## config.mk

```make
export PLATFORM = sky130hd
export DESIGN_NAME = rv_csr_unit
export DESIGN_NICKNAME = d
export VERILOG_FILES = /design/src/source/rv_pkg.sv /design/src/source/rv_csr_unit.sv
export SDC_FILE = /design/constraint.sdc
export NUM_CORES = 1
export LEC_CHECK = 0
export BUFFER_PORTS_ARGS = -buffer_cell sky130_fd_sc_hd__buf_4
export CAP_MARGIN = 10
export CORE_AREA = 2 2 106 134
export DETAILED_ROUTE_END_ITERATION = 10
export DIE_AREA = 0 0 108 136
export PLACE_DENSITY_LB_ADDON = 0.2
export SLEW_MARGIN = 20
export SYNTH_ARGS = -nofsm -noshare
export SYNTH_HDL_FRONTEND = slang
export SYNTH_SLANG_ARGS = --single-unit
```

## constraint.sdc

```tcl
create_clock -name clk -period 2.2 [get_ports clk]
set_input_delay 0.22 -clock clk [delete_from_list [all_inputs] [get_ports clk]]
set_output_delay 0.22 -clock clk [all_outputs]
set_load 0.02 [all_outputs]
```

## src/source/rv_pkg.sv

```systemverilog
package rv_pkg;

    // ~~~~~~~~~~~~~~~~~~~~~~~~~~~~~~~~~~~~~~~~~~~~~~~~~~~~~~~~~~~~~~~~~~~~~~~~~
    // Widths and encodings
    // ~~~~~~~~~~~~~~~~~~~~~~~~~~~~~~~~~~~~~~~~~~~~~~~~~~~~~~~~~~~~~~~~~~~~~~~~~
    localparam int XLEN = 64;

    typedef logic [4:0] reg_addr_t;

    localparam logic [6:0] OP_REG    = 7'b0110011;
    localparam logic [6:0] OP_IMM    = 7'b0010011;
    localparam logic [6:0] OP_LUI    = 7'b0110111;
    localparam logic [6:0] OP_SYSTEM = 7'b1110011;

    // Integer funct3 codes.
    localparam logic [2:0] F3_ADD_SUB = 3'b000;
    localparam logic [2:0] F3_SLL     = 3'b001;
    localparam logic [2:0] F3_SLT     = 3'b010;
    localparam logic [2:0] F3_SLTU    = 3'b011;
    localparam logic [2:0] F3_XOR     = 3'b100;
    localparam logic [2:0] F3_SR      = 3'b101;  // srl or sra.
    localparam logic [2:0] F3_OR      = 3'b110;
    localparam logic [2:0] F3_AND     = 3'b111;

    // SYSTEM funct3 codes with a register source.
    localparam logic [2:0] F3_CSRRW = 3'b001;
    localparam logic [2:0] F3_CSRRS = 3'b010;
    localparam logic [2:0] F3_CSRRC = 3'b011;

    localparam logic [11:0] CSR_MSCRATCH = 12'h340;
    localparam logic [11:0] CSR_MTVEC    = 12'h305;

    // ~~~~~~~~~~~~~~~~~~~~~~~~~~~~~~~~~~~~~~~~~~~~~~~~~~~~~~~~~~~~~~~~~~~~~~~~~
    // Instruction word
    // ~~~~~~~~~~~~~~~~~~~~~~~~~~~~~~~~~~~~~~~~~~~~~~~~~~~~~~~~~~~~~~~~~~~~~~~~~
    typedef struct packed {
        logic [6:0] funct7;
        reg_addr_t  rs2;
        reg_addr_t  rs1;
        logic [2:0] funct3;
        reg_addr_t  rd;
        logic [6:0] opcode;
    } r_view_t;

    typedef struct packed {
        logic [11:0] imm12;
        reg_addr_t   rs1;
        logic [2:0]  funct3;
        reg_addr_t   rd;
        logic [6:0]  opcode;
    } i_view_t;

    typedef struct packed {
        logic [19:0] imm20;
        reg_addr_t   rd;
        logic [6:0]  opcode;
    } u_view_t;

    typedef union packed {
        r_view_t r_view;
        i_view_t i_view;
        u_view_t u_view;
    } inst_t;

    // ~~~~~~~~~~~~~~~~~~~~~~~~~~~~~~~~~~~~~~~~~~~~~~~~~~~~~~~~~~~~~~~~~~~~~~~~~
    // Stage types
    // ~~~~~~~~~~~~~~~~~~~~~~~~~~~~~~~~~~~~~~~~~~~~~~~~~~~~~~~~~~~~~~~~~~~~~~~~~
    typedef enum logic [1:0] {UNIT_NONE, UNIT_ALU, UNIT_CSR} exec_unit_t;

    typedef enum logic [3:0] {
        ADD, SUB, AND, OR, XOR, SLL, SRL, SRA, SLT, SLTU, PASS_B
    } alu_op_t;

    typedef enum logic [1:0] {RW, RS, RC} csr_op_t;

    typedef struct packed {
        logic             valid;
        exec_unit_t       unit;
        alu_op_t          alu_op;
        csr_op_t          csr_op;
        logic [11:0]      csr_addr;
        reg_addr_t        rd;
        logic [XLEN-1:0]  a;
        logic [XLEN-1:0]  b;
    } id_ex_t;

    typedef struct packed {
        logic            valid;
        logic            illegal;
        logic [XLEN-1:0] value;
    } unit_res_t;

    typedef struct packed {
        logic            valid;
        logic            illegal;
        reg_addr_t       rd;
        logic [XLEN-1:0] value;
    } retire_t;

    typedef struct packed {
        logic            valid;
        reg_addr_t       rd;
        logic [XLEN-1:0] value;
    } bypass_t;

endpackage

```

## src/source/rv_csr_unit.sv

```systemverilog
`timescale 1ns/1ps

module rv_csr_unit (
    input  logic              clk,
    input  logic              arst_n,
    input  rv_pkg::id_ex_t    ex,
    output rv_pkg::unit_res_t res
);

    logic [rv_pkg::XLEN-1:0] mscratch_q;
    logic [rv_pkg::XLEN-1:0] mtvec_q;
    logic [rv_pkg::XLEN-1:0] old_val;
    logic [rv_pkg::XLEN-1:0] new_val;
    logic                    hit_mscratch;
    logic                    hit_mtvec;
    logic                    take;

    assign hit_mscratch = (ex.csr_addr == rv_pkg::CSR_MSCRATCH);
    assign hit_mtvec    = (ex.csr_addr == rv_pkg::CSR_MTVEC);
    assign take         = ex.valid && (ex.unit == rv_pkg::UNIT_CSR);

    always_comb begin
        old_val = '0;
        if (hit_mscratch) old_val = mscratch_q;
        if (hit_mtvec)    old_val = mtvec_q;
    end

    // Read-modify-write.
    always_comb begin
        case (ex.csr_op)
            rv_pkg::RW: new_val = ex.a;
            rv_pkg::RS: new_val = old_val | ex.a;
            rv_pkg::RC: new_val = old_val & ~ex.a;
            default:    new_val = old_val;
        endcase
    end

    always_ff @(posedge clk or negedge arst_n) begin
        if (!arst_n) begin
            mscratch_q <= '0;
            mtvec_q    <= '0;
        end else if (take) begin
            if (hit_mscratch) mscratch_q <= new_val;
            if (hit_mtvec)    mtvec_q    <= {new_val[rv_pkg::XLEN-1:2], 2'b00};  // Aligned base.
        end
    end

    assign res.valid   = take;
    assign res.illegal = take && !(hit_mscratch || hit_mtvec);
    assign res.value   = old_val;

endmodule

```

==> reports/results.ini <==
[floorplan]
dieArea_um2 = 14690
initial_core_util_pct = 50.71
rows = 48
chipHeight_um = 136
coreArea_um2 = 13510
ios = 222
die_w_um = 108

[sta]
tightest_slew_ns = 0.8022
worst_slack_ns = 0.06092
period_minus_slack_ns = 2.139
worst_clock_skew_ns = 0.009025
fin_crit_sh_pct = 97.23
final_max_slew_viol_count = 0
finalSetupTns_ns = 0
setup_viol = 0
rsz0062_at_grt = no
slew_headroom_pct = 46.52
final_hold_viol_count = 0
max_freq_ghz = 0.4675

[place]
routabilityCongestion = 0.7779
dp_hpwl_um = 11460
portBuffers = 148
pre_cts_slack_ns = 0.01198
dp.cells = 1060

[finish]
syn2layout_area_growth_pct = 28.74
final_cells = 1093
drive_gt1_share_pct = 23.42
final_cell_mix = a21oi_1 (312), buf_4 (156), dfrtp_1 (126), inv_1 (68), nor2_1 (65)
nets = 1061
n_antenna_cell = 0
final_common_cell = a21oi_1

[synth]
synth_top_cell_by_area = dfrtp_1
ys_ff_latch = 126
netlist.area_leader.share_pct = 46.01
netlist-cell-type-count = 22
synth_edf_count = 0
synth_cells = 803
ys_seq_area_share_pct = 46.01
synthArstFlopShare_pct = 100.0
avgSynthCellArea_um2 = 8.534
yosys_warnings = 0
netlist_area_um2 = 6853
ys.flop_type = dfrtp_1
synth_area_leaders = dfrtp_1 (46%), a21oi_1 (23%), o32a_1 (9.1%), a22oi_1 (6.8%), clkbuf_1 (3.8%)
synth_fp_nets = 959

[cts]
clock-sinks = 126
cts-htree-levels = 4
clk_latency_ns = 0.41
cts_tree = yes
cts_buffer_depth = 2
cts_buffers = 17
clk_pin_slew_worst_paths_ns = 0.06
root_buffer = clkbuf_16
post_cts.repair.setup_buffers = 0

[drt]
viasPerCell = 6.176
drc = 0
wl_per_cell_um = 17.41
ant_nets = 0
dr.pass1.iters = 6
vias = 6750
drt-initial-drc-count = 558
wirelength_um = 19030

[critical_path]
cp-end-kind = output pin
worstPathMaxFanout = 66
required_ns = 1.98
arrival_ns = 1.92
critPathKind = input pin to output pin
start_kind = input pin
rrSetupSlack_ns = 1.07

[pwr]
p_int_mw = 4.466
seqPwrFrac_pct = 40.1
p_per_area_nw_per_um2 = 657.1
comb_power_share_pct = 8.6
p_sw_mw = 1.331
swShare_pct = 22.95
worst_ir_drop_vdd_v = 0.0005030
leakagePower_nw = 4.063
clkPwrFrac_pct = 51.3

[global_route]
grtUsageTotal_pct = 26.31
grt_pass1_wl_um = 30860
grt_start_max_net_pins = 72
grt_pass1_vias = 6448
grt.overflow.total = 0
antenna_found_initial = 0

[outcome]
status = completed

[job]
cap_violations = 0

[worst_hold_path]
holdCritPathClass = input pin to register

## worst max-delay path, stage by stage
cell and delay, ns:
buf_4 0.11, or4_4 0.55, or3_4 0.38, buf_12 0.21
nor2_1 0.23, buf_4 0.19
## metrics by stage
| stage | hold slack [ns] | utilization (%) | total power [mW] | instance area, um^2 |
|---|---|---|---|---|
| finish | 0.06412 | 65.29 | 5.797 | 8822 |
| global route | 0.05296 | 65.29 | 5.992 | 8822 |
| floorplan | -0.07559 | - | 2.617 | 6853 |
| detailed placement | 0.2369 | 60.56 | 2.861 | 8183 |
| CTS | 0.05051 | 65.29 | 5.816 | 8822 |
| global placement | 0.2270 | 60.56 | 2.846 | 8183 |
## path summary, 6_finish.rpt
check	startpoint	to	cells after the start
setup / recovery	ex[137]	res[14]	6
hold / removal	ex[65]	mscratch_q[1]	2
setup reg to reg	mtvec_q[2]	mtvec_q[2]	3
hold reg to reg	mtvec_q[10]	mtvec_q[10]	2
max in group asynchronous	arst_n	mscratch_q[12]	3
min in group asynchronous	arst_n	mscratch_q[57]	2
## area by class of cell
| class | count | area, um^2 |
|---|---|---|
| clock buffer | 18 | 439.2 |
| clock inverter | 14 | 190.2 |
| fill | 1147 | 4691 |
| inverter | 68 | 255.2 |
| multi-input combinational | 518 | 3044 |
| sequential | 126 | 3153 |
| tap | 175 | 219.0 |
| timing repair buffer | 174 | 1521 |
## cells by family after synthesis
group | share of synthesized area, %
AOI/OAI and AO/OA | 39.07
buffers and inverters | 9.805
and+or+nand+nor | 5.112
DFF | 46.01
## flip-flops by register name (all words and copies together), names as in the netlist
name,flops
mtvec_q,62
mscratch_q,64
## power groups by stage
stage | Combinational (mW) | Clock, mW | Sequential, mW
2_1_floorplan | 0.249 | 0 | 2.37
3_3_place_gp | 0.478 | 0 | 2.37
3_5_place_dp | 0.493 | 0 | 2.37
4_1_cts | 0.497 | 2.99 | 2.33
5_1_grt | 0.549 | 3.12 | 2.33
6_report | 0.499 | 2.97 | 2.33
## cells in the mapped netlist, types with 2 or more instances
cell	instances
a22oi_1	62
buf_1	5
nand3b_1	2
dfrtp_1	126
a31o_2	2
inv_1	68
nor2_1	65
clkbuf_1	70
buf_4	2
buf_2	6
and3_1	4
a21oi_1	312
o32a_1	62
buf_6	8
a31oi_1	2
## metal layers
layer / part of all wire (%) / routed length, um / track usage, % / vias to the layer above
met5: 0 / 0 / 0 / -
met4: 2.0 / 386 / 10.33 / 0
met3: 6.6 / 1257 / 4.314 / 34
met2: 51 / 9775 / 43.75 / 299
met1: 40 / 7612 / 34.38 / 3276
li1: - / - / - / 3141
## what timing repair did
| item | 4_1_cts | 5_1_grt |
|---|---|---|
| hold buffers | 1 | 0 |
| hold endpoints to repair | 36 | 0 |
| resized for setup | 0 | 0 |
| setup endpoints to repair | 0 | 0 |
Note: power is estimated with default switching activity, not from simulation.
