--- src/source/rv_pkg.sv ---
package rv_pkg;

    // ~~~~~~~~~~~~~~~~~~~~~~~~~~~~~~~~~~~~~~~~~~~~~~~~~~~~~~~~~~~~~~~~~~~~~~~~~
    // Widths and encodings
    // ~~~~~~~~~~~~~~~~~~~~~~~~~~~~~~~~~~~~~~~~~~~~~~~~~~~~~~~~~~~~~~~~~~~~~~~~~
    localparam int XLEN = 64;

    typedef logic [4:0] reg_addr_t;

    localparam logic [6:0] OP_REG    = 7'b0110011;
    localparam logic [6:0] OP_IMM    = 7'b0010011;
    localparam logic [6:0] OP_LUI    = 7'b0110111;
    localparam logic [6:0] OP_SYSTEM = 7'b1110011;

    // Integer funct3 codes.
    localparam logic [2:0] F3_ADD_SUB = 3'b000;
    localparam logic [2:0] F3_SLL     = 3'b001;
    localparam logic [2:0] F3_SLT     = 3'b010;
    localparam logic [2:0] F3_SLTU    = 3'b011;
    localparam logic [2:0] F3_XOR     = 3'b100;
    localparam logic [2:0] F3_SR      = 3'b101;  // srl or sra.
    localparam logic [2:0] F3_OR      = 3'b110;
    localparam logic [2:0] F3_AND     = 3'b111;

    // SYSTEM funct3 codes with a register source.
    localparam logic [2:0] F3_CSRRW = 3'b001;
    localparam logic [2:0] F3_CSRRS = 3'b010;
    localparam logic [2:0] F3_CSRRC = 3'b011;

    localparam logic [11:0] CSR_MSCRATCH = 12'h340;
    localparam logic [11:0] CSR_MTVEC    = 12'h305;

    // ~~~~~~~~~~~~~~~~~~~~~~~~~~~~~~~~~~~~~~~~~~~~~~~~~~~~~~~~~~~~~~~~~~~~~~~~~
    // Instruction word
    // ~~~~~~~~~~~~~~~~~~~~~~~~~~~~~~~~~~~~~~~~~~~~~~~~~~~~~~~~~~~~~~~~~~~~~~~~~
    typedef struct packed {
        logic [6:0] funct7;
        reg_addr_t  rs2;
        reg_addr_t  rs1;
        logic [2:0] funct3;
        reg_addr_t  rd;
        logic [6:0] opcode;
    } r_view_t;

    typedef struct packed {
        logic [11:0] imm12;
        reg_addr_t   rs1;
        logic [2:0]  funct3;
        reg_addr_t   rd;
        logic [6:0]  opcode;
    } i_view_t;

    typedef struct packed {
        logic [19:0] imm20;
        reg_addr_t   rd;
        logic [6:0]  opcode;
    } u_view_t;

    typedef union packed {
        r_view_t r_view;
        i_view_t i_view;
        u_view_t u_view;
    } inst_t;

    // ~~~~~~~~~~~~~~~~~~~~~~~~~~~~~~~~~~~~~~~~~~~~~~~~~~~~~~~~~~~~~~~~~~~~~~~~~
    // Stage types
    // ~~~~~~~~~~~~~~~~~~~~~~~~~~~~~~~~~~~~~~~~~~~~~~~~~~~~~~~~~~~~~~~~~~~~~~~~~
    typedef enum logic [1:0] {UNIT_NONE, UNIT_ALU, UNIT_CSR} exec_unit_t;

    typedef enum logic [3:0] {
        ADD, SUB, AND, OR, XOR, SLL, SRL, SRA, SLT, SLTU, PASS_B
    } alu_op_t;

    typedef enum logic [1:0] {RW, RS, RC} csr_op_t;

    typedef struct packed {
        logic             valid;
        exec_unit_t       unit;
        alu_op_t          alu_op;
        csr_op_t          csr_op;
        logic [11:0]      csr_addr;
        reg_addr_t        rd;
        logic [XLEN-1:0]  a;
        logic [XLEN-1:0]  b;
    } id_ex_t;

    typedef struct packed {
        logic            valid;
        logic            illegal;
        logic [XLEN-1:0] value;
    } unit_res_t;

    typedef struct packed {
        logic            valid;
        logic            illegal;
        reg_addr_t       rd;
        logic [XLEN-1:0] value;
    } retire_t;

    typedef struct packed {
        logic            valid;
        reg_addr_t       rd;
        logic [XLEN-1:0] value;
    } bypass_t;

endpackage

--- src/source/rv_regfile.sv ---
`timescale 1ns/1ps

module rv_regfile (
    input  logic                    clk,
    input  logic                    arst_n,
    input  rv_pkg::reg_addr_t       rs1,
    input  rv_pkg::reg_addr_t       rs2,
    output logic [rv_pkg::XLEN-1:0] rs1_data,
    output logic [rv_pkg::XLEN-1:0] rs2_data,
    input  logic                    wr_en,
    input  rv_pkg::reg_addr_t       wr_addr,
    input  logic [rv_pkg::XLEN-1:0] wr_data
);

    // x0 has no storage.
    logic [rv_pkg::XLEN-1:0] regs [1:31];

    always_ff @(posedge clk or negedge arst_n) begin
        if (!arst_n) begin
            for (int i = 1; i < 32; i++) begin
                regs[i] <= '0;
            end
        end else if (wr_en && (wr_addr != '0)) begin
            regs[wr_addr] <= wr_data;
        end
    end

    // Reads are combinational.
    assign rs1_data = (rs1 == '0) ? '0 : regs[rs1];
    assign rs2_data = (rs2 == '0) ? '0 : regs[rs2];

endmodule

--- config.mk ---
export PLATFORM = sky130hd
export DESIGN_NAME = rv_regfile
export DESIGN_NICKNAME = d
export VERILOG_FILES = /design/src/source/rv_pkg.sv /design/src/source/rv_regfile.sv
export SDC_FILE = /design/constraint.sdc
export NUM_CORES = 2
export LEC_CHECK = 0
export BUFFER_PORTS_ARGS = -buffer_cell sky130_fd_sc_hd__buf_2
export CAP_MARGIN = 20
export CORE_UTILIZATION = 55
export DETAILED_ROUTE_END_ITERATION = 16
export PLACE_DENSITY = 0.7
export SYNTH_ARGS = -nofsm -noshare
export SYNTH_HDL_FRONTEND = slang
export SYNTH_SLANG_ARGS = --single-unit
--- constraint.sdc ---
create_clock -name clk -period 3.8 [get_ports clk]
set_input_delay 1.14 -clock clk [delete_from_list [all_inputs] [get_ports clk]]
set_output_delay 1.14 -clock clk [all_outputs]
set_load 0.02 [all_outputs]
==> metrics.md <==
| Metric | Value |
|---|---|
| Crit start category | `input port` |
| Crit path arrival time | `3.14 ns` |
| YS warnings | `0` |
| Metal3 WL | `32300 µm` |
| Fillers | `13015` |
| Reg2Reg Setup Slack | `2.96 ns` |
| First-pass DRT Iterations | `5` |
| Fin crit share | `113%` |
| Unrepaired setup endpoints after global routing | `yes` |
| Number of port buffers | `209` |
| Final Util | `68.1%` |
| Site Rows | `161` |
| CP Data Required Time | `2.66 ns` |
| Clock Pin Slew Worst Setup and Hold Paths | `0.06 ns` |
| Switching share of power | `28.4%` |
| Core box area | `193000 µm²` |
| CTS buffer count | `212` |
| Unique cell type count in the Yosys netlist | `44` |
| Post-route clock skew | `0 ns` |
| Regs by FF count | `regs: 1984 flops` |
| CP Capture Type | `output pin` |
| Vias | `75446` |
| WL/cell | `34.0 µm` |
| Fin cells | `10849` |
| Gp weighted congestion | `0.884` |
| Int Power | `46.7 mW` |
| Die width | `442 µm` |
| Fin. Hold Viols | `0` |
| HPWL after DPL | `223000 µm` |
| Multi-input gate area | `55700 µm²` |
| Initial DRC count | `8097` |
| Layout area overhead | `22.9%` |
| Fin nets | `8227` |
| Mapped Nets | `7531` |
| Post-synth ARST share | `100%` |
| CTS HTree Levels | `4` |
| Failing checks | `negative setup slack` |
| Synth top area cells | `dfrtp_1, mux2_2, mux4_2` |
| Max reg flops | `1984` |
| Total Routing Usage GR | `37.5%` |
| Leakage | `58.1 nW` |
| Dpl cell area | `118000 µm²` |
| Maximum Capacitance Violations | `0` |
| Fin Setup TNS | `-40.70 ns` |
| Hold crit path type | `in2async` |
| Synthesized flop and latch total | `1984` |
| Clk_lat worst skew | `0.85 ns` |
| Drt drc | `0` |
| Largest net degree at the start of global routing | `118` |
| CTS tree | `done` |
| Crit Path Class | `in2out` |
| Layout cell share with drive strength beyond 1 | `59.0%` |
| Tmin final | `4.28 ns` |
| Post-synth EDFFs | `0` |
| Syn Area/Cell | `14.3 µm²` |
| Post-route cell area | `131000 µm²` |
| Fmax achieved | `234 MHz` |
| Vert. Die Dim | `442 µm` |
| M1 WL | `142000 µm` |
| Ys flop type | `dfrtp_1` |
| Cells after DPL | `10190` |
| Most flops, register | `regs` |
| Cts hold-fix bufs | `0` |
| Net Sw Power | `18.5 mW` |
| Vias in the first global route | `77338` |
| Max Fanout on Critical Path | `7` |
| Setup violators final | `128` |
| Met2 wire length | `172000 µm` |
| Worst ir drop on vdd | `500 µV` |
| Root buf cell | `clkbuf_16` |
| Global route overflow | `0` |
| Top cell type's share of synthesized area | `46.5%` |
| Clock network power share | `32.3%` |
| Area leader, netlist | `dfrtp_1` |
| Power Density | `498 nW/µm²` |
| CTS Sinks | `1984` |
| Antenna violations before repair | `29` |
| Dpl ws | `-0.585 ns` |
| IO Pins | `210` |
| Tot Pwr | `65.2 mW` |
| DR vias/cell | `6.95` |
| Longest Clk Path Bufs | `3` |
| Sequential Power Share | `43.8%` |
| Final WL | `369000 µm` |
| Starting Density | `55.4%` |
| Worst-Margin Slew | `0.829 ns` |
| Sequential area share after synthesis | `46.5%` |
| Outcome | `finished with violations` |
| Final hold slack | `0.245 ns` |
| Synth Instances | `7449` |
| Die ar. | `196000 µm²` |
| Final worst slack | `-0.480 ns` |
| Mapped cell area | `107000 µm²` |
| First-pass GRT wire length | `540000 µm` |
| Antenna-violating nets left | `0` |
| Relative slew margins | `44.6%` |
| Slew Viols, Final | `0` |
| Top layer in use | `met5` |
| Register area | `49600 µm²` |
| Combinational share of power | `23.9%` |
[cells in the final DEF, fill, tap and decap left out, drive strengths merged, types with 4 or more instances in the layout]
cell / synthesis / layout
buf: 356 / 1269
nor2b: 121 / 121
a21o: 9 / 9
dfrtp: 1984 / 1984
mux4: 748 / 748
and2: 4 / 4
a21oi: 121 / 121
o22ai: 9 / 9
clkinvlp: 0 / 5
nand3: 19 / 19
o32a: 18 / 18
a22oi: 75 / 75
inv: 1 / 8
o22a: 4 / 4
a211oi: 4 / 4
a221oi: 120 / 120
a211o: 9 / 9
clkinv: 0 / 41
o21ai: 105 / 105
nor2: 105 / 105
mux2: 2185 / 2185
bufbuf: 0 / 5
nand2b: 8 / 8
a31oi: 68 / 68
or3: 16 / 16
a2111oi: 4 / 4
o211ai: 79 / 79
bufinv: 0 / 13
mux2i: 458 / 458
nand2: 254 / 254
clkbuf: 446 / 323
nor3: 88 / 88
o221ai: 15 / 15
a311oi: 8 / 8
diode: 0 / 13
[synthesized netlist by cell type, types with 9 or more instances]
library cell and count:
mux2_2 2178, dfrtp_1 1984, mux4_2 748, mux2i_1 458
clkbuf_1 446, nand2_1 253, buf_2 251, a21oi_1 121
nor2b_1 121, a221oi_1 119, o21ai_0 105, nor2_1 98
nor3_1 88, o211ai_1 79, a22oi_1 75, a31oi_1 68
buf_1 49, buf_4 41, nand3_1 19, o32a_1 18
or3_1 16, buf_6 15, o221ai_1 15, a211o_1 9
a21o_1 9, o22ai_1 9
[critical path, stage by stage]
cell and delay, ns:
buf_16 0.13, buf_16 0.19, buf_12 0.16, mux4_2 0.52
mux2i_2 0.20, nor2_1 0.06, a21oi_1 0.14, o211ai_1 0.29
buf_4 0.27
[final cells by class]
type	count	area share, %
Multi-Input combinational cell	4662	42.5
Sequential cell	1984	37.9
Timing Repair Buffer	1284	11.9
Clock buffer	313	4.78
Tap cell	2526	2.41
Clock inverter	66	0.577
Antenna cell	13	0.0248
Inverter	1	0.00477
[power groups by stage]
stage / sequential, mW / combinational [mW] / clock [mW]
global route: 29.0 / 16.4 / 22.1
finish: 28.6 / 15.6 / 21.1
global placement: 28.4 / 13.7 / 0
detailed placement: 28.7 / 14.1 / 0
floorplan: 27.5 / 10.4 / 0
CTS: 28.4 / 15.1 / 21.2
[repair_timing]
| item | 4_1_cts | 5_1_grt |
|---|---|---|
| cloned | 49 | 10 |
| gates resized for setup | 542 | 264 |
| pin swaps | 140 | 135 |
| buffers inserted | 174 | 72 |
| endpoints found under the setup margin | 128 | 128 |
[kinds of logic (layout without fill, tap and decap cells)]
group	after synthesis	count (layout)	synth area share, %
AO/OA/AOI/OAI	651	651	4.21
other	0	13	0
flip-flops	1984	1984	46.5
multiplexers	3391	3391	43.2
AND/OR/NAND/NOR	620	620	2.69
buffers and inverters	803	1664	3.37
[per-layer routing]
layer / global-route usage, % / vias to the layer above
met5: 0 / -
met4: 19.7 / 24
met3: 7.86 / 1060
met2: 58.3 / 3996
met1: 49.7 / 40410
li1: - / 29956
[path summary, 6_finish.rpt]
kind | endpoint | cells past startpoint | start
max reg2reg | regs[580] | 1 | regs[580]
min | regs[1863] | 1 | arst_n
min reg2reg | regs[537] | 1 | regs[537]
max | rs1_data[59] | 9 | rs1[0]
max in group asynchronous | regs[966] | 3 | arst_n
min in group clk | regs[537] | 1 | regs[537]
Power figures use the tool's default switching activity.
