--- src/source/rv_pkg.sv ---
package rv_pkg;

    // ~~~~~~~~~~~~~~~~~~~~~~~~~~~~~~~~~~~~~~~~~~~~~~~~~~~~~~~~~~~~~~~~~~~~~~~~~
    // Widths and encodings
    // ~~~~~~~~~~~~~~~~~~~~~~~~~~~~~~~~~~~~~~~~~~~~~~~~~~~~~~~~~~~~~~~~~~~~~~~~~
    localparam int XLEN = 64;

    typedef logic [4:0] reg_addr_t;

    localparam logic [6:0] OP_REG    = 7'b0110011;
    localparam logic [6:0] OP_IMM    = 7'b0010011;
    localparam logic [6:0] OP_LUI    = 7'b0110111;
    localparam logic [6:0] OP_SYSTEM = 7'b1110011;

    // Integer funct3 codes.
    localparam logic [2:0] F3_ADD_SUB = 3'b000;
    localparam logic [2:0] F3_SLL     = 3'b001;
    localparam logic [2:0] F3_SLT     = 3'b010;
    localparam logic [2:0] F3_SLTU    = 3'b011;
    localparam logic [2:0] F3_XOR     = 3'b100;
    localparam logic [2:0] F3_SR      = 3'b101;  // srl or sra.
    localparam logic [2:0] F3_OR      = 3'b110;
    localparam logic [2:0] F3_AND     = 3'b111;

    // SYSTEM funct3 codes with a register source.
    localparam logic [2:0] F3_CSRRW = 3'b001;
    localparam logic [2:0] F3_CSRRS = 3'b010;
    localparam logic [2:0] F3_CSRRC = 3'b011;

    localparam logic [11:0] CSR_MSCRATCH = 12'h340;
    localparam logic [11:0] CSR_MTVEC    = 12'h305;

    // ~~~~~~~~~~~~~~~~~~~~~~~~~~~~~~~~~~~~~~~~~~~~~~~~~~~~~~~~~~~~~~~~~~~~~~~~~
    // Instruction word
    // ~~~~~~~~~~~~~~~~~~~~~~~~~~~~~~~~~~~~~~~~~~~~~~~~~~~~~~~~~~~~~~~~~~~~~~~~~
    typedef struct packed {
        logic [6:0] funct7;
        reg_addr_t  rs2;
        reg_addr_t  rs1;
        logic [2:0] funct3;
        reg_addr_t  rd;
        logic [6:0] opcode;
    } r_view_t;

    typedef struct packed {
        logic [11:0] imm12;
        reg_addr_t   rs1;
        logic [2:0]  funct3;
        reg_addr_t   rd;
        logic [6:0]  opcode;
    } i_view_t;

    typedef struct packed {
        logic [19:0] imm20;
        reg_addr_t   rd;
        logic [6:0]  opcode;
    } u_view_t;

    typedef union packed {
        r_view_t r_view;
        i_view_t i_view;
        u_view_t u_view;
    } inst_t;

    // ~~~~~~~~~~~~~~~~~~~~~~~~~~~~~~~~~~~~~~~~~~~~~~~~~~~~~~~~~~~~~~~~~~~~~~~~~
    // Stage types
    // ~~~~~~~~~~~~~~~~~~~~~~~~~~~~~~~~~~~~~~~~~~~~~~~~~~~~~~~~~~~~~~~~~~~~~~~~~
    typedef enum logic [1:0] {UNIT_NONE, UNIT_ALU, UNIT_CSR} exec_unit_t;

    typedef enum logic [3:0] {
        ADD, SUB, AND, OR, XOR, SLL, SRL, SRA, SLT, SLTU, PASS_B
    } alu_op_t;

    typedef enum logic [1:0] {RW, RS, RC} csr_op_t;

    typedef struct packed {
        logic             valid;
        exec_unit_t       unit;
        alu_op_t          alu_op;
        csr_op_t          csr_op;
        logic [11:0]      csr_addr;
        reg_addr_t        rd;
        logic [XLEN-1:0]  a;
        logic [XLEN-1:0]  b;
    } id_ex_t;

    typedef struct packed {
        logic            valid;
        logic            illegal;
        logic [XLEN-1:0] value;
    } unit_res_t;

    typedef struct packed {
        logic            valid;
        logic            illegal;
        reg_addr_t       rd;
        logic [XLEN-1:0] value;
    } retire_t;

    typedef struct packed {
        logic            valid;
        reg_addr_t       rd;
        logic [XLEN-1:0] value;
    } bypass_t;

endpackage

--- src/source/rv_decode.sv ---
`timescale 1ns/1ps

module rv_decode (
    input  logic                    clk,
    input  logic                    arst_n,
    input  rv_pkg::inst_t           inst,
    input  logic                    inst_valid,
    input  rv_pkg::bypass_t         bypass,
    output rv_pkg::reg_addr_t       rs1,
    output rv_pkg::reg_addr_t       rs2,
    input  logic [rv_pkg::XLEN-1:0] rs1_data,
    input  logic [rv_pkg::XLEN-1:0] rs2_data,
    output rv_pkg::id_ex_t          ex_q
);

    logic [rv_pkg::XLEN-1:0] op_a;
    logic [rv_pkg::XLEN-1:0] op_b;
    logic [rv_pkg::XLEN-1:0] imm_i;
    logic [rv_pkg::XLEN-1:0] imm_u;
    rv_pkg::id_ex_t          ex_d;

    // Same mapping for register and immediate forms.
    function automatic rv_pkg::alu_op_t alu_sel(input logic [2:0] funct3, input logic alt);
        case (funct3)
            rv_pkg::F3_ADD_SUB: alu_sel = alt ? rv_pkg::SUB : rv_pkg::ADD;
            rv_pkg::F3_SLL:     alu_sel = rv_pkg::SLL;
            rv_pkg::F3_SLT:     alu_sel = rv_pkg::SLT;
            rv_pkg::F3_SLTU:    alu_sel = rv_pkg::SLTU;
            rv_pkg::F3_XOR:     alu_sel = rv_pkg::XOR;
            rv_pkg::F3_SR:      alu_sel = alt ? rv_pkg::SRA : rv_pkg::SRL;
            rv_pkg::F3_OR:      alu_sel = rv_pkg::OR;
            default:            alu_sel = rv_pkg::AND;
        endcase
    endfunction

    assign rs1 = inst.r_view.rs1;
    assign rs2 = inst.r_view.rs2;

    // Result still in execute wins over the register file.
    always_comb begin
        op_a = rs1_data;
        op_b = rs2_data;
        if (bypass.valid && (bypass.rd != '0)) begin
            if (bypass.rd == rs1) op_a = bypass.value;
            if (bypass.rd == rs2) op_b = bypass.value;
        end
    end

    assign imm_i = {{(rv_pkg::XLEN-12){inst.i_view.imm12[11]}}, inst.i_view.imm12};
    assign imm_u = {{(rv_pkg::XLEN-32){inst.u_view.imm20[19]}}, inst.u_view.imm20, 12'b0};

    always_comb begin
        ex_d          = '0;
        ex_d.valid    = inst_valid;
        ex_d.unit     = rv_pkg::UNIT_NONE;
        ex_d.alu_op   = rv_pkg::ADD;
        ex_d.csr_op   = rv_pkg::RW;
        ex_d.csr_addr = inst.i_view.imm12;
        ex_d.rd       = inst.r_view.rd;
        ex_d.a        = op_a;
        ex_d.b        = op_b;
        case (inst.r_view.opcode)
            rv_pkg::OP_REG: begin
                ex_d.unit   = rv_pkg::UNIT_ALU;
                ex_d.alu_op = alu_sel(inst.r_view.funct3, inst.r_view.funct7[5]);
            end
            rv_pkg::OP_IMM: begin
                ex_d.unit   = rv_pkg::UNIT_ALU;
                ex_d.b      = imm_i;
                ex_d.alu_op = alu_sel(inst.i_view.funct3,
                                      (inst.i_view.funct3 == rv_pkg::F3_SR) &&
                                      inst.i_view.imm12[10]);  // srai.
            end
            rv_pkg::OP_LUI: begin
                ex_d.unit   = rv_pkg::UNIT_ALU;
                ex_d.alu_op = rv_pkg::PASS_B;
                ex_d.b      = imm_u;
            end
            rv_pkg::OP_SYSTEM: begin
                ex_d.unit = rv_pkg::UNIT_CSR;
                case (inst.i_view.funct3)
                    rv_pkg::F3_CSRRW: ex_d.csr_op = rv_pkg::RW;
                    rv_pkg::F3_CSRRS: ex_d.csr_op = rv_pkg::RS;
                    rv_pkg::F3_CSRRC: ex_d.csr_op = rv_pkg::RC;
                    default:          ex_d.unit   = rv_pkg::UNIT_NONE;
                endcase
            end
            default: ;
        endcase
    end

    always_ff @(posedge clk or negedge arst_n) begin
        if (!arst_n) begin
            ex_q <= '0;
        end else begin
            ex_q <= ex_d;
        end
    end

endmodule

--- config.mk ---
export PLATFORM = sky130hd
export DESIGN_NAME = rv_decode
export DESIGN_NICKNAME = d
export VERILOG_FILES = /design/src/source/rv_pkg.sv /design/src/source/rv_decode.sv
export SDC_FILE = /design/constraint.sdc
export NUM_CORES = 1
export LEC_CHECK = 0
export BUFFER_PORTS_ARGS = -buffer_cell sky130_fd_sc_hd__buf_2
export CORE_AREA = 3 3 152 154
export DETAILED_ROUTE_END_ITERATION = 8
export DIE_AREA = 0 0 155 157
export PLACE_DENSITY = 0.67
export SETUP_SLACK_MARGIN = 0.4
export SYNTH_ARGS = -nofsm -noshare
export SYNTH_HDL_FRONTEND = slang
export SYNTH_SLANG_ARGS = --single-unit
--- constraint.sdc ---
create_clock -name clk -period 0.8 [get_ports clk]
set_input_delay 0.24 -clock clk [delete_from_list [all_inputs] [get_ports clk]]
set_output_delay 0.24 -clock clk [all_outputs]
set_load 0.01 [all_outputs]
==> flow_metrics.tcl <==
set metrics [dict create \
    synth_edf_count 0 \
    grt_max_degree 48 \
    die_w_um 155 \
    outcome "complete, but fails checks" \
    wl_um 28050 \
    die-area_um2 24340 \
    layout_commonest_cell "buf_2" \
    h-tree-depth 4 \
    setup_slack_ns -0.8046 \
    relSlewSlack_pct 79.43 \
    placementRows 54 \
    cts.sink_count 154 \
    p_sw_share_pct 27.49 \
    pre_cts_ws_ns -1.187 \
    vdd_drop_max_v 0.001283 \
    grt_pass1_vias 6755 \
    ys.flop_type "dfrtp_1" \
    grt_usage_pct 21.79 \
    routedWlPerCell_um 21.33 \
    areaGrowthSynthToFinish_pct 77.78 \
    yosysWarnings 0 \
    gp_congestion 0.8412 \
    drtAntennaViolNets 0 \
    crit_type "in -> reg" \
    clockBufferDepth 2 \
    worst_pin_slew_ns 0.3086 \
    dpl.hpwl_um 20580 \
    intPower_mw 14.88 \
    largest_reg_flops 154 \
    syn-num-nets 784 \
    drt_iter0_drc 414 \
    final_cell_mix "buf_2, dfrtp_1, buf_6" \
    finalSetupViolCount 295 \
    largest-register "ex_q" \
    power_leakage_nw 5.440 \
    rsz0062_at_grt "yes" \
    postSynthCellCount 551 \
    cp-start-kind "input pin" \
    io_buffer_count 396 \
    p_comb_share_pct 19.7 \
    dp.cells 1249 \
    yosys_register_bits 154 \
    final_cells 1315 \
    cts_tree "yes" \
    start_util_pct 30.63 \
    path_max_fanout 7 \
    power_switching_mw 5.642 \
    cp-end-kind "flop" \
    via_per_inst 4.923 \
    antenna_found_initial 1 \
    power_frac_clock_pct 39.3 \
    cp.required_ns 1.14 \
    worst_ep_arrival_time_ns 1.95 \
    seq_power_share_pct 41.0 \
    cts_buffers 17 \
    max_cap_viol_count 0 \
    coreArea_um2 21820 \
    syn_avg_cell_area_um2 12.13 \
    ios 397 \
    hold_viol 132 \
    num_vias 6474 \
    power_density_nw_per_um2 1727 \
    min_path_type "in -> async" \
    nNetsFinal 1254 \
    fmax_mhz 623.2 \
    ys_types 38 \
    hold_ws_ns -0.3869 \
    mappedNetlistArea_um2 6684 \
    drcViolationCount 0 \
    ys_async_sr_fraction_pct 100.0 \
    drt_first_pass_iters 4 \
    die_height_um 157 \
    clk_transition_reported_paths_ns 0.07 \
    timing.final.crit_share_pct 200.6 \
    drv_slew 0 \
    root_buffer "clkbuf_16" \
    largest_registers "ex_q x154" \
    violations "hold timing, setup timing" \
    gr-total-overflow 0 \
    fin_crit_ns 1.605 \
    drive_gt1_share_pct 67.41 \
    grt_pass1_wl_um 40460 \
    yosysSeqAreaShare_pct 57.66 \
]
[cells by family (layout without fill, tap and decap cells)]
kind of cell	after synthesis	after routing	synth area share [%]
compound gates	102	102	11.42
mux	64	64	11.34
buf+inv	63	546	5.391
simple gates	157	157	12.75
other cells	0	1	0
xor+xnor	11	11	1.442
flops	154	154	57.66
[power groups by stage]
stage / Sequential, mW / Clock, mW / Combinational, mW
floorplan: 8.78 / 0 / 1.08
global placement: 8.50 / 0 / 3.21
detailed placement: 8.51 / 0 / 3.26
CTS: 8.40 / 8.24 / 3.89
global route: 8.45 / 8.55 / 4.30
finish: 8.42 / 8.06 / 4.05
[cell usage after synthesis (all sizes together), types with 2 or more instances]
cell | n | area [um^2]
nand2 | 45 | 168.9
a211oi | 33 | 247.7
nor2 | 39 | 148.9
xor2 | 3 | 26.28
o21ai | 4 | 23.77
o211ai | 25 | 192.7
or3 | 3 | 18.77
clkbuf | 24 | 90.09
xnor2 | 8 | 70.07
nor4b | 19 | 166.4
nor3 | 2 | 10.01
dfrtp | 154 | 3854
nor3b | 2 | 15.01
nor4 | 35 | 234.0
buf | 38 | 266.5
mux2 | 64 | 758.2
a311o | 19 | 190.2
nand2b | 4 | 25.02
a21oi | 20 | 100.1
[critical path, cell delays in order]
cell	delay [ns]
buf_6	0.10
or4_4	0.56
o211ai_4	0.22
buf_12	0.16
or2_4	0.22
bufbuf_16	0.28
a311o_1	0.16
[routing by layer]
metal	global-route usage (%)	up-vias	share of wire, %	routed length (um)
met4	5.551	0	1.6	462
li1	-	2966	-	-
met5	0	-	0	0
met3	3.932	30	6.3	1769
met2	38.02	259	52	14670
met1	28.10	3219	40	11150
[repair_timing]
item	in CTS	in global routing
pin swaps	7	14
setup buffers	21	3
endpoints found under the setup margin	300	300
gates resized for setup	151	42
endpoints found under the hold margin	158	130
cloned	7	2
[worst paths after layout]
path,start,end,cells after the start
max in group asynchronous,arst_n,ex_q[29]$_DFF_PN0_,3
min,arst_n,ex_q[101]$_DFF_PN0_,1
min in group clk,inst[7],ex_q[128]$_DFF_PN0_,1
max,bypass[64],ex_q[23]$_DFF_PN0_,7
[layout make-up]
cell class,instances,area [um^2]
Fill cell,1875,9941
Multi-Input combinational cell,334,3107
Clock inverter,14,136.4
Sequential cell,154,3854
Clock buffer,18,439.2
Timing Repair Buffer,513,3990
Tap cell,280,350.3
Inverter,1,3.754
Antenna cell,1,2.502
[through the flow]
stage | hold slack (ns) | setup TNS (ns) | power (mW) | util [%] | cell area, um^2
finish | -0.3869 | -147.75 | 20.52 | 54.45 | 11880
global route | -0.4109 | -154.84 | 21.30 | 54.45 | 11880
CTS | -0.4094 | -142.52 | 20.53 | 53.05 | 11580
detailed placement | 0.04395 | -153.92 | 11.77 | 45.59 | 9948
global placement | 0.04423 | -150.75 | 11.72 | 45.59 | 9948
floorplan | -0.05559 | -115.44 | 9.861 | - | 7249
(Power assumes the default switching activity.)
